**config.mk**
```make
export PLATFORM = sky130hd
export DESIGN_NAME = tag_lookup
export DESIGN_NICKNAME = d
export VERILOG_FILES = /design/src/logic/cache_addr_pkg.sv /design/src/logic/tag_lookup.sv
export VERILOG_INCLUDE_DIRS = /design/src /design/src/logic
export SDC_FILE = /design/constraint.sdc
export NUM_CORES = 1
export LEC_CHECK = 0
export ABC_AREA = 1
export BUFFER_PORTS_ARGS = -buffer_cell sky130_fd_sc_hd__buf_2
export CORE_ASPECT_RATIO = 0.5
export CORE_MARGIN = 8
export CORE_UTILIZATION = 55
export CTS_CLUSTER_SIZE = 30
export DETAILED_ROUTE_END_ITERATION = 16
export MAX_ROUTING_LAYER = met4
export PLACE_DENSITY_LB_ADDON = 0.1
export SLEW_MARGIN = 20
export SYNTH_ARGS = -nofsm -noshare
export SYNTH_HDL_FRONTEND = slang
export SYNTH_SLANG_ARGS = --single-unit
```
**constraint.sdc**
```tcl
create_clock -name clk_i -period 3.7 [get_ports clk_i]
set_clock_uncertainty 0.05 [all_clocks]
set_input_delay 0.555 -clock clk_i [delete_from_list [all_inputs] [get_ports clk_i]]
set_output_delay 0.555 -clock clk_i [all_outputs]
set_load 0.05 [all_outputs]
```
**src/logic/cache_settings.svh**
```systemverilog
// data cache sizing
// two-way set-associative, write-through, word aligned accesses
// all widths of the design derive from the values below

`ifndef CACHE_SETTINGS_SVH
`define CACHE_SETTINGS_SVH

// cache geometry
`define CACHE_WAYS       2
`define CACHE_SETS       16
`define CACHE_LINE_WORDS 4

// datapath widths
`define CACHE_WORD_W     32
`define CACHE_ADDR_W     16

// ----------------------------------------
// derived address split
// ----------------------------------------
// word within a line
`define CACHE_OFFSET_W   $clog2(`CACHE_LINE_WORDS)
// set select
`define CACHE_INDEX_W    $clog2(`CACHE_SETS)
// what is left above index, offset and the two byte bits
`define CACHE_TAG_W      (`CACHE_ADDR_W - `CACHE_INDEX_W - `CACHE_OFFSET_W - $clog2(`CACHE_WORD_W / 8))

`endif

```
**src/logic/cache_addr_pkg.sv**
```systemverilog
// data cache address and data types
// vector types for the address fields, the data word and the line

`default_nettype none

`include "cache_settings.svh"

package cache_addr_pkg;

  // byte address as seen on the core port
  typedef logic [`CACHE_ADDR_W-1:0] addr_t;

  // address fields
  typedef logic [`CACHE_TAG_W-1:0]    tag_t;
  typedef logic [`CACHE_INDEX_W-1:0]  index_t;
  typedef logic [`CACHE_OFFSET_W-1:0] offset_t;

  // data word and its byte enables
  typedef logic [`CACHE_WORD_W-1:0]   word_t;
  typedef logic [`CACHE_WORD_W/8-1:0] be_t;

  // full cache line, word 0 in the low bits
  typedef logic [`CACHE_LINE_WORDS*`CACHE_WORD_W-1:0] line_t;

  // one bit per way, one-hot where used
  typedef logic [`CACHE_WAYS-1:0] way_mask_t;

endpackage

`default_nettype wire

```
**src/logic/tag_lookup.sv**
```systemverilog
// tag lookup for the two-way data cache
// valid and tag arrays per way, one-hot hit detection,
// round-robin victim choice shared by all sets

`default_nettype none

`include "cache_settings.svh"

module tag_lookup (
  input  logic                      clk_i,
  input  logic                      rst_ni,
  // lookup side
  input  cache_addr_pkg::index_t    lookup_index_i,
  input  cache_addr_pkg::tag_t      lookup_tag_i,
  // refill side
  input  logic                      fill_i,
  input  cache_addr_pkg::way_mask_t fill_way_i,
  input  cache_addr_pkg::index_t    fill_index_i,
  input  cache_addr_pkg::tag_t      fill_tag_i,
  // results
  output cache_addr_pkg::way_mask_t hit_way_o,
  output cache_addr_pkg::way_mask_t victim_way_o
);

  import cache_addr_pkg::*;

  // tag storage per way and set
  tag_t tag_q [`CACHE_WAYS][`CACHE_SETS];

  // valid bit per way and set
  logic [`CACHE_WAYS-1:0][`CACHE_SETS-1:0] valid_q;

  // set of the request now in lookup
  index_t index_q;

  // round-robin victim that toggles on every refill
  logic victim_q;

  // ----------------------------------------
  // control state
  // ----------------------------------------
  always_ff @(posedge clk_i or negedge rst_ni) begin
    if (!rst_ni) begin
      valid_q  <= '0;
      index_q  <= '0;
      victim_q <= 1'b0;
    end else begin
      // index follows the controller every cycle
      index_q <= lookup_index_i;
      if (fill_i) begin
        for (int w = 0; w < `CACHE_WAYS; w++) begin
          if (fill_way_i[w]) begin
            valid_q[w][fill_index_i] <= 1'b1;
          end
        end
        // next refill goes to the other way
        victim_q <= ~victim_q;
      end
    end
  end

  // tag write on refill
  always_ff @(posedge clk_i) begin
    for (int w = 0; w < `CACHE_WAYS; w++) begin
      if (fill_i && fill_way_i[w]) begin
        tag_q[w][fill_index_i] <= fill_tag_i;
      end
    end
  end

  // ----------------------------------------
  // hit detection
  // ----------------------------------------
  // compare all ways of the registered set against the saved tag
  always_comb begin
    for (int w = 0; w < `CACHE_WAYS; w++) begin
      hit_way_o[w] = valid_q[w][index_q] && (tag_q[w][index_q] == lookup_tag_i);
    end
  end

  // one-hot form of the victim bit
  assign victim_way_o = way_mask_t'(1) << victim_q;

endmodule

`default_nettype wire

```
* Yosys cells after proc, flatten, opt, wreduce, memory -nomap -nowiden
Memory sizes are Yosys's and may differ from the RTL's.
Cells that the tools add are included.
** Storage, ports and cells
- ROM bits :: 0
- Bits of input ports :: 29
- Register bits after elaboration :: 37
- RAM bits :: 256
- Memories :: 1
- Word-level logic and storage cells :: 45
- Bits in latches :: 0
- Output and inout port bits :: 4
** Memory list
- tag_q :: depth 2, bits a word 128, rd ports 2, clocked after memory_dff 0, wr ports 2, RTL line tag_lookup.sv:28 : tag_t tag_q [`CACHE_WAYS][`CACHE_SETS];
** Cells by class
- Muxes and demuxes :: 18
- Reductions and logical operators :: 8
- Bitwise gates (word level) :: 5
- Add/sub/neg operators :: 0
- Multipliers :: 0
- Magnitude comparators :: 6
- Div/mod/pow operators :: 0
- Shift-type cells :: 1
- Eq/ne operators :: 2
** Operator list (count)
- 128-bit 2-to-1 mux :: 2
- 8-bit binary-select mux with 4-bit select :: 2
- 8-bit 2-to-1 mux :: 5
- 8-bit demux with 4-bit select :: 1
- 16-bit bitwise OR :: 2
- 8-bit equality test :: 2
- 5-bit greater-or-equal comparator, second input constant :: 2
- 4-bit by 5-bit less-than comparator with 1-bit output, second input constant :: 2
- 4-bit inverter with 5-bit output :: 2
- 1-bit binary-select mux with 4-bit select :: 2
- 1-bit logical AND :: 6
- 5-bit by 1-bit less-than comparator with 1-bit output, second input constant :: 1
- 1-bit 2-to-1 mux :: 5
- 1-bit demux with 4-bit select :: 1
- 4-bit by 1-bit greater-or-equal comparator with 1-bit output, second input constant :: 1
- 2-bit AND reduction :: 2
- 1-bit by 1-bit left shift with 2-bit output, first input constant :: 1
- 1-bit inverter :: 1

* Logic depth before layout (Yosys ltp)
- Word-level depth :: 6
- Depth in mapped cells :: 13
- Depth with buffers taken out :: 12

* Worst setup path after synthesis
OpenSTA, ideal clock, no wires.
- Path kind :: register to output
- From :: reg index_q[0]
- To :: out hit_way_o[0]
- Data required time :: 3095 ps
- Slack :: 1109 ps
- Stages on the path, launching flop included :: 14
- Data arrival time :: 1986 ps
- Buffers on the path :: 2
- Path through :: dfrtp_1 -> inv_2 -> buf_4 -> buf_2 -> nand2_1 -> nand2_1 -> nand2_1 -> nand3_1 -> nand3_1 -> nand3_1 -> nand2_1 -> nor2_1 -> nand3_1 -> nor2_1
** Between the ends
- Longest elaborated chain between the ends :: 6
- Elaborated cells on any way between the ends :: 8
- Classes of those cells :: eq/ne: 1; mux: 5; bitwise: 1; reduce/logical: 1
** RTL lines
- start: declaration :: RTL line tag_lookup.sv:34 : index_t index_q;
- start signal: assignment :: RTL line tag_lookup.sv:49 : index_q <= lookup_index_i;
- 4-bit inverter with 5-bit output (implied by the code) :: RTL line tag_lookup.sv:77 : hit_way_o[w] = valid_q[w][index_q] && (tag_q[w][index_q] == lookup_tag_i);
- 8-bit binary-select mux with 4-bit select :: RTL line tag_lookup.sv:77
- 8-bit 2-to-1 mux (implied by the code) (2 in series) :: RTL line tag_lookup.sv:77
- 8-bit equality test :: RTL line tag_lookup.sv:77
- 1-bit logical AND (*) :: RTL line tag_lookup.sv:77
- end: declaration :: RTL line tag_lookup.sv:21 : output cache_addr_pkg::way_mask_t hit_way_o,
Mark *: on every way between the ends. The rest lies on a longest branch, timed or not. The select of a mux whose other input is x is not followed.

* Worst setup path in the final report
- From :: reg index_q[1]
- To :: out hit_way_o[0]
Same word-level chain as after synthesis.

==> results.py <==
metrics = {
    "logic_synthesis": {
        "synthTopCellsByArea": "edfxtp_1 61%, nand2_1 8.8%, dfrtp_1 7.4%",
        "yosys_warnings": 0,
        "synth_top_area_frac": 0.6136,
        "synth_fp_nets": 1229,
        "synth.avg_cell_area_um2": 10.44,
        "syn_area_um2": 12530,
        "syn_inst": 1200,
        "synth_cell_types": 18,
        "synth.largest_area_cell": "edfxtp_1",
        "ys_seq_elements": 293,
        "seq_area_frac_synth": 0.6875,
    },
    "critical_path": {
        "cp_top_family": "simple AND/OR/NAND/NOR gates",
        "r2r_cells": 1,
        "slowest_delay_ns": 0.43,
        "cpMostUsedCell": "nand3_1",
        "setup.worst_path.start_class": "flop",
        "worstPathCellList": "inv_2, buf_4, nand3_1, nand3_1, nand3_1, nand3_1, nand2_1, nor2_1, nand3_1, nor2_1, buf_2",
        "crit_fanout": 18,
        "end_kind": "output port",
        "slowest_stage": "dfrtp_2",
        "timing.critical_path.buf_inv": 3,
        "arrival_ns": 2.92,
        "r2r-end": "valid_q[6]$_DFFE_PN0P_",
        "critical_path_class": "flop to output port",
        "r2r_setup_slack_ns": 2.85,
        "r2r_start": "valid_q[6]$_DFFE_PN0P_",
        "cp.required_ns": 3.09,
    },
    "finish": {
        "final_area_um2": 13920,
        "syn2layout_area_growth_pct": 11.13,
        "drive_gt1_frac": 0.09367,
        "final_cell_mix": "294 x nand2_1, 256 x edfxtp_1, 171 x nand3_1",
        "diodes": 0,
        "layout_commonest_cell": "nand2_1",
        "layout.nets": 1258,
    },
    "route": {
        "routed_wl_mm": 32.66,
        "ant_nets": 0,
        "wirelength_met1_mm": 15.40,
        "dr.pass1.iters": 5,
        "via_per_inst": 5.588,
        "wl_met3_mm": 2.985,
        "drtIter0Drc": 986,
        "dr_wl_met2_mm": 13.77,
        "top_layer": "met4",
        "drcViolationCount": 0,
        "wl_per_cell_um": 20.99,
        "vias": 8695,
    },
    "power": {
        "p_leak_nw": 5.645,
        "fin_total_pwr_mw": 6.950,
        "vdd_drop_max_uv": 364.1,
        "p_per_area_nw_per_um2": 499.2,
    },
    "timing": {
        "rsz0062_at_grt": "false",
        "timing.fmax_mhz": 283.6,
        "setup_viol_count_final": 0,
        "period_share": 0.9532,
        "fin_crit_ns": 3.527,
        "worst_slew_pin_slew_ns": 1.045,
        "tns_ns": 0,
        "final_hold_viol_count": 0,
        "slew_viol_final": 0,
        "max_slew_margin": 0.3010,
    },
    "cts": {
        "holdBufCountCts": 0,
        "clk_latency_ns": 0.54,
        "cts_root_buf": "clkbuf_16",
        "cts_max_level": 1,
        "cts_tree": "built",
        "cts_setup_buffers": 0,
        "clock_sinks": 293,
        "clockBufferDepth": 3,
        "cts_buffers": 26,
        "clk_transition_reported_paths_ns": 0.06,
    },
    "floorplan": {
        "die_x_um": 229.4,
        "fp-row-count": 39,
        "die_area_um2": 28160,
        "die-height_um": 122.7,
        "io_pins": 33,
        "fp.coreArea_um2": 22590,
        "start_util": 0.5545,
    },
    "status": {
        "status": "finished, final reports clean",
    },
    "worst_hold_path": {
        "min_path_type": "input port to flop",
        "min_from": "lookup_index_i[1]",
        "min_path_cells": 1,
        "hold_path_end": "index_q[1]$_DFF_PN0_",
    },
    "global_route": {
        "grtUsageTotal": 0.2366,
        "grt_antenna_before_repair": 1,
        "grt_max_degree": 79,
        "grt_pass1_vias": 8070,
        "grt_pass1_wl_mm": 48.94,
        "overflow": 0,
    },
    "placed_design": {
        "portBuffers": 32,
        "gp_congestion": 0.9202,
        "dpl.hpwl_mm": 19.90,
        "dpl_cell_area_um2": 13040,
    },
    "run": {
        "maxCapViolations": 0,
    },
}
[report_power, final]
part	leakage [nW]	internal, mW	switching, mW	total [mW]
combinational	2.56	0.162	0.412	0.574
clock	0.407	1.50	1.17	2.67
sequential	2.68	3.67	0.0317	3.70
total	5.64	5.34	1.61	6.95
[synthesized netlist by cell type (all sizes together)]
library cell    n
nor2          131
clkbuf         16
clkinv          2
nand3         171
nand2         294
a21oi           6
inv           136
o21ai          68
o211ai         23
dfrtp          37
buf            45
edfxtp        256
xor2            1
or2            14
[per-stage QoR]
| stage | worst slack [ns] | cells | utilization | hold WS [ns] |
|---|---|---|---|---|
| after floorplan | 1.109 | 1200 | - | 0.2094 |
| after global placement | 0.6384 | 1507 | 0.5772 | 0.3885 |
| after detailed placement | 0.5910 | 1507 | 0.5772 | 0.3986 |
| after CTS | 0.01424 | 1555 | 0.6137 | 0.05366 |
| after global routing | 0.004980 | 1556 | 0.6162 | 0.05811 |
| final | 0.1733 | 1556 | 0.6162 | 0.06753 |
[cell families after synthesis]
| family | Yosys count | synth area share |
|---|---|---|
| compound gates | 97 | 0.04334 |
| flops | 293 | 0.6875 |
| xor+xnor | 1 | 0.0006992 |
| simple gates | 610 | 0.2026 |
| buf+inv | 199 | 0.06582 |
[layer usage]
metal	global-route usage	vias up
met1	0.3543	4211
met4	0.04756	0
met5	-	-
met2	0.3298	394
li1	-	4046
met3	0.04938	44
[state kept, by name (all words and copies together) (netlist names)]
register,flops
tag_q,256
valid_q,32
index_q,4
victim_q,1
[final cells by class]
type | instances | area, um2
clock buffers | 38 | 726.9
well taps | 307 | 384.1
multi-input cells | 708 | 3090
flip-flops and latches | 293 | 8618
fillers | 1847 | 8671
repair buffers | 62 | 478.0
clock inverters | 10 | 97.59
inverters | 138 | 526.8
[worst max-delay path by stage]
stage,start,end,cells after the start
after floorplan,index_q[0]$_DFF_PN0_,hit_way_o[0],13
after global placement,index_q[0]$_DFF_PN0_,hit_way_o[0],13
after detailed placement,index_q[0]$_DFF_PN0_,hit_way_o[0],13
after CTS,index_q[0]$_DFF_PN0_,hit_way_o[0],13
after global routing,index_q[2]$_DFF_PN0_,hit_way_o[1],10
final,index_q[1]$_DFF_PN0_,hit_way_o[0],11
[timing repair]
item,4_1_cts,5_1_grt
endpoints found under the setup margin,0,2
endpoints found under the hold margin,0,0
gates resized for setup,0,9
Note: power is estimated with default switching activity, not from simulation.
