[src/logic/cache_settings.svh]
// data cache sizing
// two-way set-associative, write-through, word aligned accesses
// all widths of the design derive from the values below

`ifndef CACHE_SETTINGS_SVH
`define CACHE_SETTINGS_SVH

// cache geometry
`define CACHE_WAYS       2
`define CACHE_SETS       16
`define CACHE_LINE_WORDS 4

// datapath widths
`define CACHE_WORD_W     32
`define CACHE_ADDR_W     16

// ----------------------------------------
// derived address split
// ----------------------------------------
// word within a line
`define CACHE_OFFSET_W   $clog2(`CACHE_LINE_WORDS)
// set select
`define CACHE_INDEX_W    $clog2(`CACHE_SETS)
// what is left above index, offset and the two byte bits
`define CACHE_TAG_W      (`CACHE_ADDR_W - `CACHE_INDEX_W - `CACHE_OFFSET_W - $clog2(`CACHE_WORD_W / 8))

`endif

[src/logic/cache_addr_pkg.sv]
// data cache address and data types
// vector types for the address fields, the data word and the line

`default_nettype none

`include "cache_settings.svh"

package cache_addr_pkg;

  // byte address as seen on the core port
  typedef logic [`CACHE_ADDR_W-1:0] addr_t;

  // address fields
  typedef logic [`CACHE_TAG_W-1:0]    tag_t;
  typedef logic [`CACHE_INDEX_W-1:0]  index_t;
  typedef logic [`CACHE_OFFSET_W-1:0] offset_t;

  // data word and its byte enables
  typedef logic [`CACHE_WORD_W-1:0]   word_t;
  typedef logic [`CACHE_WORD_W/8-1:0] be_t;

  // full cache line, word 0 in the low bits
  typedef logic [`CACHE_LINE_WORDS*`CACHE_WORD_W-1:0] line_t;

  // one bit per way, one-hot where used
  typedef logic [`CACHE_WAYS-1:0] way_mask_t;

endpackage

`default_nettype wire

[src/logic/cache_bus_pkg.sv]
// data cache bus types
// core port and next-level port structs, controller state encoding

`default_nettype none

package cache_bus_pkg;

  // ----------------------------------------
  // core port
  // ----------------------------------------
  // held by the core until gnt
  typedef struct packed {
    logic                  valid;
    logic                  we;
    cache_addr_pkg::addr_t addr;
    cache_addr_pkg::word_t wdata;
    cache_addr_pkg::be_t   be;
  } core_req_t;

  // gnt and rvalid are single cycle strobes
  typedef struct packed {
    logic                  gnt;
    logic                  rvalid;
    cache_addr_pkg::word_t rdata;
  } core_rsp_t;

  // ----------------------------------------
  // next-level port
  // ----------------------------------------
  // held until mem_gnt_i, bypass marks uncached traffic
  typedef struct packed {
    logic                  valid;
    logic                  bypass;
    logic                  we;
    cache_addr_pkg::addr_t addr;
    cache_addr_pkg::word_t wdata;
    cache_addr_pkg::be_t   be;
  } mem_req_t;

  // whole aligned line, one pulse per read
  typedef struct packed {
    logic                  valid;
    cache_addr_pkg::line_t line;
  } mem_rsp_t;

  // controller states
  typedef enum logic [2:0] {
    IDLE,
    LOOKUP,
    STORE_WRITE,
    MEM_REQ,
    MEM_WAIT
  } ctrl_state_e;

endpackage

`default_nettype wire

[src/logic/cache_ctrl_fsm.sv]
// data cache controller
// accepts core requests, resolves hit or miss, answers loads,
// writes stores into the hit way and through to the next level

`default_nettype none

`include "cache_settings.svh"

module cache_ctrl_fsm (
  input  logic                      clk_i,
  input  logic                      rst_ni,
  input  logic                      bypass_i,
  // core port
  input  cache_bus_pkg::core_req_t  core_req_i,
  output cache_bus_pkg::core_rsp_t  core_rsp_o,
  // next-level port
  output cache_bus_pkg::mem_req_t   mem_req_o,
  input  logic                      mem_gnt_i,
  input  cache_bus_pkg::mem_rsp_t   mem_rsp_i,
  // tag lookup
  output cache_addr_pkg::index_t    lookup_index_o,
  output cache_addr_pkg::tag_t      lookup_tag_o,
  input  cache_addr_pkg::way_mask_t hit_way_i,
  input  cache_addr_pkg::way_mask_t victim_way_i,
  // line store read
  input  cache_addr_pkg::line_t     rd_line_i,
  // refill write
  output logic                      fill_o,
  output cache_addr_pkg::way_mask_t fill_way_o,
  output cache_addr_pkg::index_t    fill_index_o,
  output cache_addr_pkg::tag_t      fill_tag_o,
  output cache_addr_pkg::line_t     fill_line_o,
  // store write
  output logic                      wr_o,
  output cache_addr_pkg::way_mask_t wr_way_o,
  output cache_addr_pkg::index_t    wr_index_o,
  output cache_addr_pkg::offset_t   wr_offset_o,
  output cache_addr_pkg::word_t     wr_word_o,
  output cache_addr_pkg::be_t       wr_be_o
);

  import cache_addr_pkg::*;
  import cache_bus_pkg::*;

  // request as accepted from the core
  typedef struct packed {
    logic  we;
    logic  bypass;
    addr_t addr;
    word_t wdata;
    be_t   be;
  } saved_req_t;

  ctrl_state_e state_d, state_q;
  saved_req_t  req_d, req_q;
  way_mask_t   hit_way_d, hit_way_q;

  // new request taken this cycle
  logic accept;
  // next-level request strobe
  logic mem_valid;

  // ----------------------------------------
  // address field helpers
  // ----------------------------------------
  function automatic tag_t addr_tag(input addr_t a);
    return a[`CACHE_ADDR_W-1 -: `CACHE_TAG_W];
  endfunction

  function automatic index_t addr_index(input addr_t a);
    return a[`CACHE_ADDR_W-`CACHE_TAG_W-1 -: `CACHE_INDEX_W];
  endfunction

  function automatic offset_t addr_offset(input addr_t a);
    return a[`CACHE_ADDR_W-`CACHE_TAG_W-`CACHE_INDEX_W-1 -: `CACHE_OFFSET_W];
  endfunction

  // word of a line by offset
  function automatic word_t word_sel(input line_t line, input offset_t off);
    return line[int'(off) * `CACHE_WORD_W +: `CACHE_WORD_W];
  endfunction

  // ----------------------------------------
  // request FSM
  // ----------------------------------------
  always_comb begin : ctrl_comb
    state_d    = state_q;
    req_d      = req_q;
    hit_way_d  = hit_way_q;
    accept     = 1'b0;
    mem_valid  = 1'b0;
    fill_o     = 1'b0;
    wr_o       = 1'b0;
    core_rsp_o = '0;

    case (state_q)
      IDLE: begin
        if (core_req_i.valid) begin
          accept = 1'b1;
          // loads are granted on acceptance, stores on completion
          core_rsp_o.gnt = ~core_req_i.we;
          // uncached traffic skips the lookup
          state_d = bypass_i ? MEM_REQ : LOOKUP;
        end
      end

      LOOKUP: begin
        if (|hit_way_i) begin
          if (req_q.we) begin
            // remember the way for the store write
            hit_way_d = hit_way_i;
            state_d   = STORE_WRITE;
          end else begin
            core_rsp_o.rvalid = 1'b1;
            core_rsp_o.rdata  = word_sel(rd_line_i, addr_offset(req_q.addr));
            state_d           = IDLE;
            // hit under hit, take the next cached load right away
            if (core_req_i.valid && !core_req_i.we && !bypass_i) begin
              accept         = 1'b1;
              core_rsp_o.gnt = 1'b1;
              state_d        = LOOKUP;
            end
          end
        end else begin
          // load refill or store miss, no allocate on store
          state_d = MEM_REQ;
        end
      end

      STORE_WRITE: begin
        // line update and write-through start together
        wr_o      = 1'b1;
        mem_valid = 1'b1;
        if (mem_gnt_i) begin
          core_rsp_o.gnt = 1'b1;
          state_d        = IDLE;
        end else begin
          state_d = MEM_REQ;
        end
      end

      MEM_REQ: begin
        mem_valid = 1'b1;
        if (mem_gnt_i) begin
          if (req_q.we) begin
            // the grant ends a store
            core_rsp_o.gnt = 1'b1;
            state_d        = IDLE;
          end else begin
            state_d = MEM_WAIT;
          end
        end
      end

      MEM_WAIT: begin
        if (mem_rsp_i.valid) begin
          // critical word straight from the returned line
          core_rsp_o.rvalid = 1'b1;
          core_rsp_o.rdata  = word_sel(mem_rsp_i.line, addr_offset(req_q.addr));
          fill_o            = ~req_q.bypass;
          state_d           = IDLE;
        end
      end

      default: begin
        state_d = IDLE;
      end
    endcase

    // capture the incoming request
    if (accept) begin
      req_d.we     = core_req_i.we;
      req_d.bypass = bypass_i;
      req_d.addr   = core_req_i.addr;
      req_d.wdata  = core_req_i.wdata;
      req_d.be     = core_req_i.be;
    end
  end

  // ----------------------------------------
  // registers
  // ----------------------------------------
  always_ff @(posedge clk_i or negedge rst_ni) begin
    if (!rst_ni) begin
      state_q   <= IDLE;
      req_q     <= '0;
      hit_way_q <= '0;
    end else begin
      state_q   <= state_d;
      req_q     <= req_d;
      hit_way_q <= hit_way_d;
    end
  end

  // lookup follows a new request, otherwise stays on the saved one
  assign lookup_index_o = accept ? addr_index(core_req_i.addr) : addr_index(req_q.addr);
  assign lookup_tag_o   = addr_tag(req_q.addr);

  // next-level request from the saved fields
  always_comb begin
    mem_req_o.valid  = mem_valid;
    mem_req_o.bypass = req_q.bypass;
    mem_req_o.we     = req_q.we;
    mem_req_o.addr   = req_q.addr;
    mem_req_o.wdata  = req_q.wdata;
    mem_req_o.be     = req_q.be;
  end

  // refill goes to the current victim
  assign fill_way_o   = victim_way_i;
  assign fill_index_o = addr_index(req_q.addr);
  assign fill_tag_o   = addr_tag(req_q.addr);
  assign fill_line_o  = mem_rsp_i.line;

  // store into the way that hit
  assign wr_way_o    = hit_way_q;
  assign wr_index_o  = addr_index(req_q.addr);
  assign wr_offset_o = addr_offset(req_q.addr);
  assign wr_word_o   = req_q.wdata;
  assign wr_be_o     = req_q.be;

endmodule

`default_nettype wire

[config.mk]
export PLATFORM = sky130hd
export DESIGN_NAME = cache_ctrl_fsm
export DESIGN_NICKNAME = d
export VERILOG_FILES = /design/src/logic/cache_addr_pkg.sv /design/src/logic/cache_bus_pkg.sv /design/src/logic/cache_ctrl_fsm.sv
export VERILOG_INCLUDE_DIRS = /design/src /design/src/logic
export SDC_FILE = /design/constraint.sdc
export NUM_CORES = 1
export LEC_CHECK = 0
export BUFFER_PORTS_ARGS = -buffer_cell sky130_fd_sc_hd__buf_4
export CAP_MARGIN = 0
export CELL_PAD_IN_SITES_DETAIL_PLACEMENT = 1
export CELL_PAD_IN_SITES_GLOBAL_PLACEMENT = 2
export CORE_AREA = 3 3 233 235
export CTS_CLUSTER_DIAMETER = 80
export DETAILED_ROUTE_END_ITERATION = 8
export DIE_AREA = 0 0 236 238
export PLACE_DENSITY_LB_ADDON = 0.1
export SETUP_SLACK_MARGIN = 0.02
export SYNTH_ARGS = -nofsm -noshare
export SYNTH_HDL_FRONTEND = slang
export SYNTH_SLANG_ARGS = --single-unit
[constraint.sdc]
create_clock -name clk_i -period 1.8 [get_ports clk_i]
set_clock_uncertainty 0.1 [all_clocks]
set_input_delay 0.18 -clock clk_i [delete_from_list [all_inputs] [get_ports clk_i]]
set_output_delay 0.18 -clock clk_i [all_outputs]
set_load 0.01 [all_outputs]
* Word level (Yosys, flattened, before mapping)
Index checks and enable logic that the tools add are counted.
** Cells by class
- Shift-type cells :: 2
- Mux-type cells :: 29
- Bitwise gates (word level) :: 2
- Eq/ne operators :: 7
- Reductions and logical operators :: 9
** Operator list (count)
- $shiftx A128 B8 Y32 :: 2
- $mux W34 :: 2
- $pmux W33 S2 :: 1
- $mux W33 :: 1
- $pmux W3 S5 :: 1
- $mux W1 :: 13
- $mux W3 :: 4
- $mux W2 :: 4
- $eq A3 B2 Y1 const B :: 2
- $ne A2 B2 Y1 const B :: 3
- $reduce_and A3 Y1 :: 2
- $mux W4 :: 1
- $pmux W1 S4 :: 1
- $reduce_or A2 Y1 :: 2
- $eq A3 B1 Y1 const B :: 1
- $eq A3 B3 Y1 const B :: 1
- $logic_not A3 Y1 :: 1
- $logic_and A1 B1 Y1 :: 2
- $logic_not A1 Y1 :: 2
- $not A1 Y1 :: 2
- $pmux W1 S2 :: 1
** Word-level totals
- Logic and storage cells :: 56
- Bits in registers :: 59
- Input port bits :: 319
- Output and inout port bits :: 289

* Logic depth before layout (Yosys ltp)
Gate-level depths: netlist of run 1.
- Depth in word-level cells :: 8
- Mapped depth :: 6
- Gate-level depth less buffers :: 3

* Worst setup path before layout of run 1
OpenSTA, ideal clock, no wires.
- Path type :: flip-flop to output port
- From :: reg req_q (netlist bit mem_req_o[38])
- To :: out core_rsp_o[10] (netlist name)
- Buffers on the path :: 2
- Cell stages (with the launch flop) :: 5
- Slack :: -239 ps
- Data required time :: 1520 ps
- Arrival time :: 1759 ps
- Path through :: dfrtp_1 > buf_2 > buf_2 > mux4_2 > a22o_1
** RTL lines
- start: declaration :: line cache_ctrl_fsm.sv:55 : saved_req_t req_d, req_q;
- start signal: assignment :: line cache_ctrl_fsm.sv:190 : req_q <= req_d;
- end: declaration :: line cache_ctrl_fsm.sv:15 : output cache_bus_pkg::core_rsp_t core_rsp_o,

==> summary.txt, run 1 <==
Pwr
  – P per Cell Area: 1380 nW/um^2
  – Max VDD drop: 0.565 mV
  – Leakage power: 0.00570 uW
  – Pint: 10,400 uW
  – Total power: 16,400 uW
  – P_sw: 6000 uW
  – Clock share of power: 12.0%
  – Switch share: 36.5%
  – Combinational cell fraction of total power: 70.6%
  – Part of the power in registers: 17.4%

Synthesis
  – Synth warn: 0
  – Syn avg cell area: 12.4 um^2
  – Synthesized instance count: 474
  – Synthesized area: 5880 um^2
  – Register bit total from synthesis: 59
  – Netlist cell types: 30
  – Synthesized Nets: 793
  – Seq/Total Area, Yosys: 25.1%

Route
  – Via/cell ratio: 3.47
  – Routed vias: 5,883
  – Total routed wirelength: 38.3 mm
  – Post-route ant nets: 0
  – DRC: 0
  – Initial DRC Count: 147
  – Drt pass-1 iters: 6
  – Avg WL per Cell: 22.6 um

Floorplanning
  – Initial Utilization: 11.2%
  – Num rows: 84
  – I/O Pins: 608
  – Die area: 56,200 um^2
  – Die width: 236 um
  – Core Footprint: 52,400 um^2
  – Die Ht: 238 um

GRT
  – GRT overflow: 0
  – Vias in the first global route: 6,613
  – Initial antenna violation count: 6
  – Pin count of the biggest net entering global routing: 34
  – First-pass GRT wire length: 51.5 mm
  – Total track usage: 12.7%

Final layout
  – Fill count: 5,987
  – Share of layout cells above drive strength 1: 83.3%
  – Nets: 1,318
  – Register area: 1490 um^2
  – Multi-input logic area: 2840 um^2
  – Area growth syn-to-layout: 102%
  – Commonest cells after routing, fill and taps aside: buf_4 (602), mux4_2 (64), dlygate4sd3_1 (55)
  – Final Non-Filler Cells: 1,694
  – Commonest non-fill, non-tap cell in the layout: buf_4

STA
  – RSZ-0062 raised after global routing: yes
  – Final slew viol count: 0
  – Final worst path period share: 129%
  – Min Tclk post-route: 2.33 ns
  – Slew margin rel.: 76.1%
  – # setup viols final: 84
  – Worst-margin pin slew: 0.349 ns
  – Fin. Hold Viols: 0
  – Final WS setup: -0.529 ns
  – Fmax achieved: 0.429 GHz

Setup path
  – CP max stage cell: dfrtp_4
  – CP max stage delay: 0.51 ns
  – Max FO, Critical Path: 7
  – Worst EP required: 1.52 ns
  – CP endpoint kind: primary output
  – Top cell by count, worst path: buf_12
  – Arr. time, crit path: 2.05 ns
  – CP Class: reg2out
  – CP top delay family: buffers and inverters
  – Buf+Inv Stages, Crit Path: 4
  – Startpoint Class: flop
  – Critical-path cell list: buf_12 > buf_12 > buf_12 > mux4_2 > a22o_1 > buf_6

Clock network
  – Sink Count: 59
  – CTS tree: yes
  – H-tree depth: 3
  – Root Driver: clkbuf_16
  – Clock Tree Buf Depth: 2
  – Clk slew on worst S/H paths: 0.06 ns
  – CTS buffer count: 9
  – Worst-Skew Late Latency: 0.33 ns

Placed design
  – Gpl congestion: 0.759
  – Cell count after placement: 1,591
  – DP HPWL: 31.9 mm
  – # port buffers: 603

Min path
  – HP Class: in2reg

Outcome
  – Failing checks: setup timing
  – Status: finished with violations

Job
  – MaxCap Viol Count: 0
[path summary, 6_finish.rpt]
kind	endpoint	depth (start not counted)	slack, ns	from
max	core_rsp_o[11]	6	-0.53	mem_req_o[38]
min	wr_way_o[0]	3	0.1	hit_way_i[0]
max reg2reg	wr_word_o[28]	8	-0.26	state_q[1]
min reg2reg	wr_way_o[0]	1	0.41	wr_way_o[0]
max in group asynchronous	wr_word_o[16]	3	0.91	rst_ni
min in group asynchronous	wr_be_o[1]	2	0.19	rst_ni
[cell families (layout without fill, tap and decap cells)]
group                  count (synthesis)  count (layout)  synth area share [%]
AND/OR/NAND/NOR                       22              22                  2.43
other                                  0               3                     0
AO/OA/AOI/OAI                         46              46                  6.73
multiplexers                         120             120                  37.8
flip-flops                            59              59                  25.1
buffers and inverters                227             756                  27.9
[synthesized netlist by cell type]
cell | n | area (um^2)
o21ai_0 | 2 | 10.0
buf_2 | 16 | 80.1
mux2_2 | 16 | 180
a2111oi_0 | 2 | 17.5
nor4bb_1 | 1 | 10.0
o2bb2ai_1 | 1 | 8.76
a22o_1 | 35 | 307
and3_1 | 1 | 6.26
a31oi_1 | 2 | 12.5
mux4_2 | 64 | 1440
nand2_1 | 4 | 15.0
inv_1 | 3 | 11.3
nor3b_2 | 1 | 12.5
clkbuf_1 | 9 | 33.8
nand3_1 | 2 | 10.0
nor3b_1 | 1 | 7.51
o21ba_2 | 1 | 10.0
or2_2 | 1 | 6.26
nor4b_4 | 1 | 23.8
buf_6 | 6 | 67.6
nor2b_1 | 2 | 12.5
mux2_4 | 40 | 601
dfrtp_1 | 59 | 1480
nor2_1 | 4 | 15.0
and2_1 | 1 | 6.26
nor3_1 | 1 | 5.00
nand2b_1 | 2 | 12.5
a221oi_1 | 2 | 17.5
buf_4 | 193 | 1450
a31oi_2 | 1 | 12.5
[metal layers]
layer,wire length [um],track usage (%),vias up
li1,-,-,2624
met1,14100,14.1,2910
met2,20800,24.3,325
met3,2890,3.56,22
met4,455,2.51,2
met5,13,0,-
[flip-flops by register name, indices dropped and copies added (netlist names)]
register,count
mem_req_o,6
fill_tag_o,8
state_q,3
fill_index_o,4
wr_word_o,32
wr_way_o,2
wr_be_o,4
[stage by stage]
step | hold slack, ns | cell area [um^2] | worst slack, ns | setup TNS (ns) | utilization, %
detailed placement | 0.00761 | 10200 | -0.254 | -16.71 | 19.4
floorplan | -0.216 | 5970 | -0.0192 | -0.0766 | -
CTS | 0.0776 | 11700 | -0.587 | -36.23 | 22.2
global route | 0.0979 | 11900 | -0.592 | -33.94 | 22.7
global placement | 0.00486 | 10200 | -0.233 | -15.96 | 19.4
finish | 0.0972 | 11900 | -0.529 | -28.04 | 22.7
[worst reg2reg max path, cell delays in order, from the launching register on]
cell and delay, ns:
dfrtp_2 0.45, buf_6 0.13, nor4b_4 0.34, a31oi_4 0.06, buf_12 0.16, buf_8 0.13
buf_12 0.15, buf_16 0.15, mux2_4 0.29
[what timing repair did]
action                                 CTS  global route
pin swaps                                6            11
setup endpoints to repair               91            93
resized for setup                       71            27
gates cloned                             8             3
endpoints found under the hold margin  114             0
setup buffers                           14             8
hold buffers                            55             0
[layout make-up]
class	instances	share of cell area, %
diodes	3	0.0632
clock buffers	9	1.89
clock inverters	6	0.884
inverters	3	0.0947
multi-input cells	188	23.9
flip-flops and latches	59	12.5
well taps	688	7.24
repair buffers	738	53.5
[power by group through the flow]
stage / Sequential, uW / Combinational, uW / Clock, uW
3_3_place_gp: 2880 / 10200 / 0
2_1_floorplan: 2840 / 6150 / 0
3_5_place_dp: 2860 / 10200 / 0
6_report: 2850 / 11600 / 1980
4_1_cts: 2900 / 11400 / 2060
5_1_grt: 3000 / 12400 / 2130
No activity file was read; power rests on OpenSTA's default activity.
==> inputs of run 2 (changes only) <==
--- a/config.mk
+++ b/config.mk
@@ -15,7 +15,8 @@
 export DETAILED_ROUTE_END_ITERATION = 8
 export DIE_AREA = 0 0 236 238
 export PLACE_DENSITY_LB_ADDON = 0.1
-export SETUP_SLACK_MARGIN = 0.02
+export SETUP_SLACK_MARGIN = 0.1
+export SKIP_LAST_GASP = 1
 export SYNTH_ARGS = -nofsm -noshare
 export SYNTH_HDL_FRONTEND = slang
 export SYNTH_SLANG_ARGS = --single-unit
==> summary.txt, run 2 (synthesis results as in run 1) <==
Outcome
  – Status: finished with violations (unchanged)
  – Failing checks: setup timing (unchanged)

Placed design
  – Placement Setup Slack: -0.305 ns (was -0.254 ns)
  – DP HPWL: 33.2 mm (was 31.9 mm)
  – # port buffers: 603 (unchanged)
  – Gpl congestion: 0.752 (was 0.759)
  – Cell count after placement: 1,582 (was 1,591)
  – Cell Area, Placed: 10,100 um^2 (was 10,200 um^2)

Clock network
  – Sink Count: 59 (unchanged)
  – Worst-Skew Late Latency: 0.35 ns (was 0.33 ns)
  – CTS tree: yes (unchanged)
  – Clock Tree Buf Depth: 2 (unchanged)
  – Root Driver: clkbuf_16 (unchanged)
  – Clk slew on worst S/H paths: 0.06 ns (about the same)
  – CTS buffer count: 9 (unchanged)
  – H-tree depth: 3 (unchanged)

Final layout
  – Final Non-Filler Cells: 1,687 (was 1,694)
  – Nets: 1,310 (was 1,318)
  – Share of layout cells above drive strength 1: 82.8% (was 83.3%)
  – Cell area after layout: 11,700 um^2 (was 11,900 um^2)
  – Max reg flops: 32 (unchanged)
  – Commonest cells after routing, fill and taps aside: buf_4 (606), mux4_2 (64), dlygate4sd3_1 (59) (was buf_4 (602), mux4_2 (64), dlygate4sd3_1 (55))
  – Commonest non-fill, non-tap cell in the layout: buf_4 (unchanged)
  – Area growth syn-to-layout: 99.2% (was 102%)

Setup path
  – CP endpoint kind: primary output (unchanged)
  – R2r setup slk: -0.26 ns (about the same)
  – Worst R2R Start: state_q[1] (unchanged)
  – Worst EP required: 1.52 ns (about the same)
  – Crit path from: mem_req_o[38] (unchanged)
  – Max FO, Critical Path: 7 (unchanged)
  – Startpoint Class: flop (unchanged)
  – Arr. time, crit path: 2.03 ns (was 2.05 ns)
  – CP Class: reg2out (unchanged)

Floorplanning
  – Die Ht: 238 um (unchanged)
  – I/O Pins: 608 (unchanged)
  – Core Footprint: 52,400 um^2 (unchanged)
  – Die width: 236 um (unchanged)
  – Num rows: 84 (unchanged)
  – Die area: 56,200 um^2 (unchanged)
  – Initial Utilization: 11.2% (unchanged)

STA
  – RSZ-0062 raised after global routing: yes (unchanged)
  – Final WS setup: -0.512 ns (was -0.529 ns)
  – Worst-margin pin slew: 0.506 ns (was 0.349 ns)
  – Final slew viol count: 0 (unchanged)
  – Min Tclk post-route: 2.31 ns (was 2.33 ns)
  – Slew margin rel.: 66.3% (was 76.1%)
  – Final worst path period share: 128% (was 129%)
  – Hold_ws: 0.0442 ns (was 0.0972 ns)
  – Fin. Hold Viols: 0 (unchanged)
  – Setup_tns: -26.59 ns (was -28.04 ns)
  – Fmax achieved: 0.433 GHz (was 0.429 GHz)
  – # setup viols final: 87 (was 84)

Route
  – Routed vias: 5,829 (was 5,883)
  – DRC: 0 (unchanged)
  – Drt pass-1 iters: 4 (was 6)
  – Total routed wirelength: 39.5 mm (was 38.3 mm)
  – Initial DRC Count: 113 (was 147)
  – Avg WL per Cell: 23.4 um (was 22.6 um)
  – Post-route ant nets: 0 (unchanged)
  – Via/cell ratio: 3.46 (was 3.47)

Min path
  – HP Class: in2reg (unchanged)
  – Hold path startpoint: hit_way_i[0] (unchanged)

GRT
  – M2 GR Usage: 25.3% (was 24.3%)
  – Total track usage: 13.3% (was 12.7%)
  – Gr busiest metal: met2 (unchanged)
  – GR Util met3: 3.64% (was 3.56%)
  – First-pass GRT wire length: 53.1 mm (was 51.5 mm)
  – Grt met1 use: 14.3% (was 14.1%)
  – Vias in the first global route: 6,568 (was 6,613)
  – Pin count of the biggest net entering global routing: 32 (was 34)
  – GRT overflow: 0 (unchanged)
  – Initial antenna violation count: 6 (unchanged)

Pwr
  – P per Cell Area: 1370 nW/um^2 (was 1380 nW/um^2)
  – Leakage power: 0.00563 uW (was 0.00570 uW)
  – Max VDD drop: 0.606 mV (was 0.565 mV)

Job
  – MaxCap Viol Count: 0 (unchanged)
run 2: cell types whose count changed in the layout (fill, tap and decap cells not counted), sizes merged:
cell	before	now
dlygate4sd3	55	59
buf	680	667
clkinv	3	2
inv	3	7
bufinv	3	0
clkbuf	12	11
bufbuf	0	2
clkinvlp	0	1
run 2: layer usage:
layer | vias up | share of wire [%]
li1 | 2604 | -
met1 | 2862 | 36
met2 | 331 | 56
met3 | 30 | 6.9
met4 | 2 | 1.7
met5 | - | 0.033
run 2: critical path, cell delays in order, from the launching register on:
cell     delay [ns]
dfrtp_4        0.45
buf_12         0.16
buf_12         0.14
mux4_2         0.49
a22o_1         0.28
buf_6          0.14
run 2: path summary, 6_finish.rpt:
| kind | to | cells after the start |
|---|---|---|
| setup reg to reg | wr_word_o[7] | 9 |
| setup / recovery | core_rsp_o[24] | 5 |
| hold / removal | wr_way_o[1] | 3 |
| min in group asynchronous | wr_be_o[0] | 2 |
| max in group asynchronous | state_q[1] | 3 |
| hold reg to reg | wr_way_o[0] | 1 |
run 2: area by class of cell:
| class | count | area (um^2) |
|---|---|---|
| fillers | 6008 | 40700 |
| repair buffers | 730 | 6210 |
| multi-input cells | 188 | 2850 |
| flip-flops and latches | 59 | 1490 |
| well taps | 688 | 861 |
| clock buffers | 9 | 225 |
| clock inverters | 7 | 56.3 |
| inverters | 3 | 11.3 |
| diodes | 3 | 7.51 |
run 2: power breakdown:
group / internal [uW] / switching (uW) / leakage [uW] / total (uW)
sequential: 2040 / 871 / 0.000695 / 2910
combinational: 7000 / 4390 / 0.00480 / 11400
clock: 951 / 750 / 0.000137 / 1700
total: 9990 / 6010 / 0.00563 / 16000
run 2: timing repair:
item	CTS	global route
pin swaps	8	15
hold buffers	59	0
endpoints found under the setup margin	91	92
cloned	7	2
buffers inserted	18	3
hold endpoints to repair	88	0
resized for setup	51	33
run 2: per-stage QoR:
stage	util, %	total power (uW)
6_report	22.3	16000
4_1_cts	22.0	16000
2_1_floorplan	-	9040
3_3_place_gp	19.3	12900
5_1_grt	22.3	17100
3_5_place_dp	19.3	12900
==> inputs of run 3 (changes only) <==
--- a/config.mk
+++ b/config.mk
@@ -20,3 +20,4 @@
 export SYNTH_ARGS = -nofsm -noshare
 export SYNTH_HDL_FRONTEND = slang
 export SYNTH_SLANG_ARGS = --single-unit
+export TNS_END_PERCENT = 5
==> summary.txt, run 3 (synthesis results as in run 1) <==
Outcome
  – Status: finished with violations (unchanged)
  – Failing checks: setup timing (unchanged)

Floorplanning
  – I/O Pins: 608 (unchanged)
  – Core Footprint: 52,400 um^2 (unchanged)
  – Num rows: 84 (unchanged)
  – Die area: 56,200 um^2 (unchanged)
  – Die width: 236 um (unchanged)
  – Die Ht: 238 um (unchanged)
  – Initial Utilization: 11.2% (unchanged)

GRT
  – Vias in the first global route: 6,387 (was 6,568)
  – GRT overflow: 0 (unchanged)
  – First-pass GRT wire length: 51.1 mm (was 53.1 mm)
  – Pin count of the biggest net entering global routing: 60 (was 32)
  – Initial antenna violation count: 12 (was 6)
  – Total track usage: 12.8% (was 13.3%)

STA
  – Final slew viol count: 0 (unchanged)
  – Fmax achieved: 0.436 GHz (was 0.433 GHz)
  – Final WS setup: -0.495 ns (was -0.512 ns)
  – Slew margin rel.: 74.2% (was 66.3%)
  – # setup viols final: 66 (was 87)
  – Fin. Hold Viols: 0 (unchanged)
  – Min Tclk post-route: 2.30 ns (was 2.31 ns)
  – Setup_tns: -18.05 ns (was -26.59 ns)
  – RSZ-0062 raised after global routing: yes (unchanged)
  – Worst-margin pin slew: 0.378 ns (was 0.506 ns)
  – Final worst path period share: 128% (about the same)

Pwr
  – Max VDD drop: 0.584 mV (was 0.606 mV)
  – Combinational cell fraction of total power: 69.9% (was 71.2%)
  – Pint: 9190 uW (was 9990 uW)
  – Part of the power in registers: 18.8% (was 18.2%)
  – Switch share: 38.2% (was 37.6%)
  – Clock share of power: 11.4% (was 10.6%)
  – P per Cell Area: 1330 nW/um^2 (was 1370 nW/um^2)
  – Leakage power: 0.00536 uW (was 0.00563 uW)
  – Total power: 14,900 uW (was 16,000 uW)
  – P_sw: 5680 uW (was 6010 uW)

Setup path
  – CP Class: reg2out (unchanged)
  – CP top delay family: multiplexers (unchanged)
  – Startpoint Class: flop (unchanged)
  – Arr. time, crit path: 2.02 ns (was 2.03 ns)
  – Worst EP required: 1.52 ns (about the same)
  – Max FO, Critical Path: 7 (unchanged)
  – Critical-path cell list: buf_12 > clkbuf_16 > mux4_2 > a22o_1 > buf_4 (was buf_12 > buf_12 > mux4_2 > a22o_1 > buf_6)
  – CP endpoint kind: primary output (unchanged)
  – CP max stage cell: mux4_2 (unchanged)
  – Buf+Inv Stages, Crit Path: 3 (unchanged)
  – CP max stage delay: 0.52 ns (was 0.49 ns)

Final layout
  – Nets: 1,286 (was 1,310)
  – Area growth syn-to-layout: 89.9% (was 99.2%)
  – Fill count: 6,032 (was 6,008)
  – Multi-input logic area: 2770 um^2 (was 2850 um^2)
  – Commonest cells after routing, fill and taps aside: buf_4 (623), mux4_2 (64), dlygate4sd3_1 (59) (was buf_4 (606), mux4_2 (64), dlygate4sd3_1 (59))
  – Register area: 1480 um^2 (was 1490 um^2)
  – Share of layout cells above drive strength 1: 81.4% (was 82.8%)
  – Max reg flops: 32 (unchanged)
  – Commonest non-fill, non-tap cell in the layout: buf_4 (unchanged)

Route
  – Via/cell ratio: 3.42 (was 3.46)
  – Drt pass-1 iters: 4 (unchanged)
  – Avg WL per Cell: 23.2 um (was 23.4 um)
  – Post-route ant nets: 0 (unchanged)
  – DRC: 0 (unchanged)
  – Total routed wirelength: 38.7 mm (was 39.5 mm)
  – Initial DRC Count: 131 (was 113)
  – Routed vias: 5,705 (was 5,829)

Clock network
  – CTS tree: yes (unchanged)
  – Root Driver: clkbuf_16 (unchanged)
  – CTS buffer count: 9 (unchanged)
  – H-tree depth: 3 (unchanged)
  – Sink Count: 59 (unchanged)
  – Worst-Skew Late Latency: 0.36 ns (was 0.35 ns)
  – Clock Tree Buf Depth: 2 (unchanged)
  – Clk slew on worst S/H paths: 0.07 ns (was 0.06 ns)

Placed design
  – Gpl congestion: 0.794 (was 0.752)
  – # port buffers: 603 (unchanged)
  – DP HPWL: 32.7 mm (was 33.2 mm)

Job
  – MaxCap Viol Count: 0 (unchanged)

Min path
  – HP Class: in2reg (unchanged)
## run 3: cell count changes in the layout (fill, tap and decap cells not counted), sizes merged
cell	previous run	this run
buf	667	642
diode	3	10
clkbuf	11	15
bufbuf	2	0
clkinvlp	1	3
inv	7	5
clkinv	2	1
## run 3: worst reg2reg max path: stages, from the launching register on
cell and delay, ns:
dfrtp_1 0.43, nor3b_2 0.17, buf_4 0.15, a31oi_4 0.15, buf_12 0.19, buf_4 0.21
mux2_2 0.34
## run 3: worst paths after layout
path | end | slack (ns) | startpoint | cells after the start
max | core_rsp_o[0] | -0.50 | mem_req_o[38] | 5
min | wr_way_o[0] | 0.04 | hit_way_i[1] | 3
max reg2reg | wr_word_o[17] | -0.05 | state_q[0] | 6
min reg2reg | wr_way_o[1] | 0.41 | wr_way_o[1] | 1
max in group asynchronous | mem_req_o[39] | 1.02 | rst_ni | 3
min in group asynchronous | wr_be_o[0] | 0.26 | rst_ni | 3
## run 3: repair_timing
| action | 4_1_cts | 5_1_grt |
|---|---|---|
| hold endpoints to repair | 118 | 0 |
| resized for setup | 0 | 7 |
| hold buffers | 59 | 0 |
| cloned | 0 | 6 |
| pin swaps | 0 | 10 |
| endpoints found under the setup margin | 90 | 93 |
| setup buffers | 0 | 3 |
## run 3: metrics by stage
step / instances / hold slack (ns) / utilization [%] / setup WS (ns) / cell area [um^2]
detailed placement: 1576 / 0.118 / 19.2 / -0.143 / 10100
floorplan: 474 / -0.216 / - / -0.0192 / 5950
global placement: 1576 / 0.126 / 19.2 / -0.135 / 10100
global route: 1670 / 0.0330 / 21.3 / -0.564 / 11200
finish: 1670 / 0.0377 / 21.3 / -0.495 / 11200
CTS: 1651 / 0.00779 / 20.9 / -0.556 / 10900
## run 3: per-layer routing
metal	GRT usage, %	share of wire, %
met5	0	0.034
met4	5.53	1.8
met3	3.93	7.2
met2	24.0	56
met1	13.1	35
## run 3: cell type report
type | instances | area share, %
clock buffers | 10 | 2.05
inverters | 3 | 0.101
multi-input cells | 188 | 24.8
diodes | 10 | 0.224
flip-flops and latches | 59 | 13.3
well taps | 688 | 7.71
repair buffers | 706 | 51.4
clock inverters | 6 | 0.437
## run 3: power groups by stage
stage          sequential, uW  combinational (uW)  clock, uW
2_1_floorplan            2840                6090          0
3_3_place_gp             2860                9940          0
3_5_place_dp             2840                9940          0
4_1_cts                  2870               10000       1810
5_1_grt                  2950               11100       1850
6_report                 2790               10400       1690
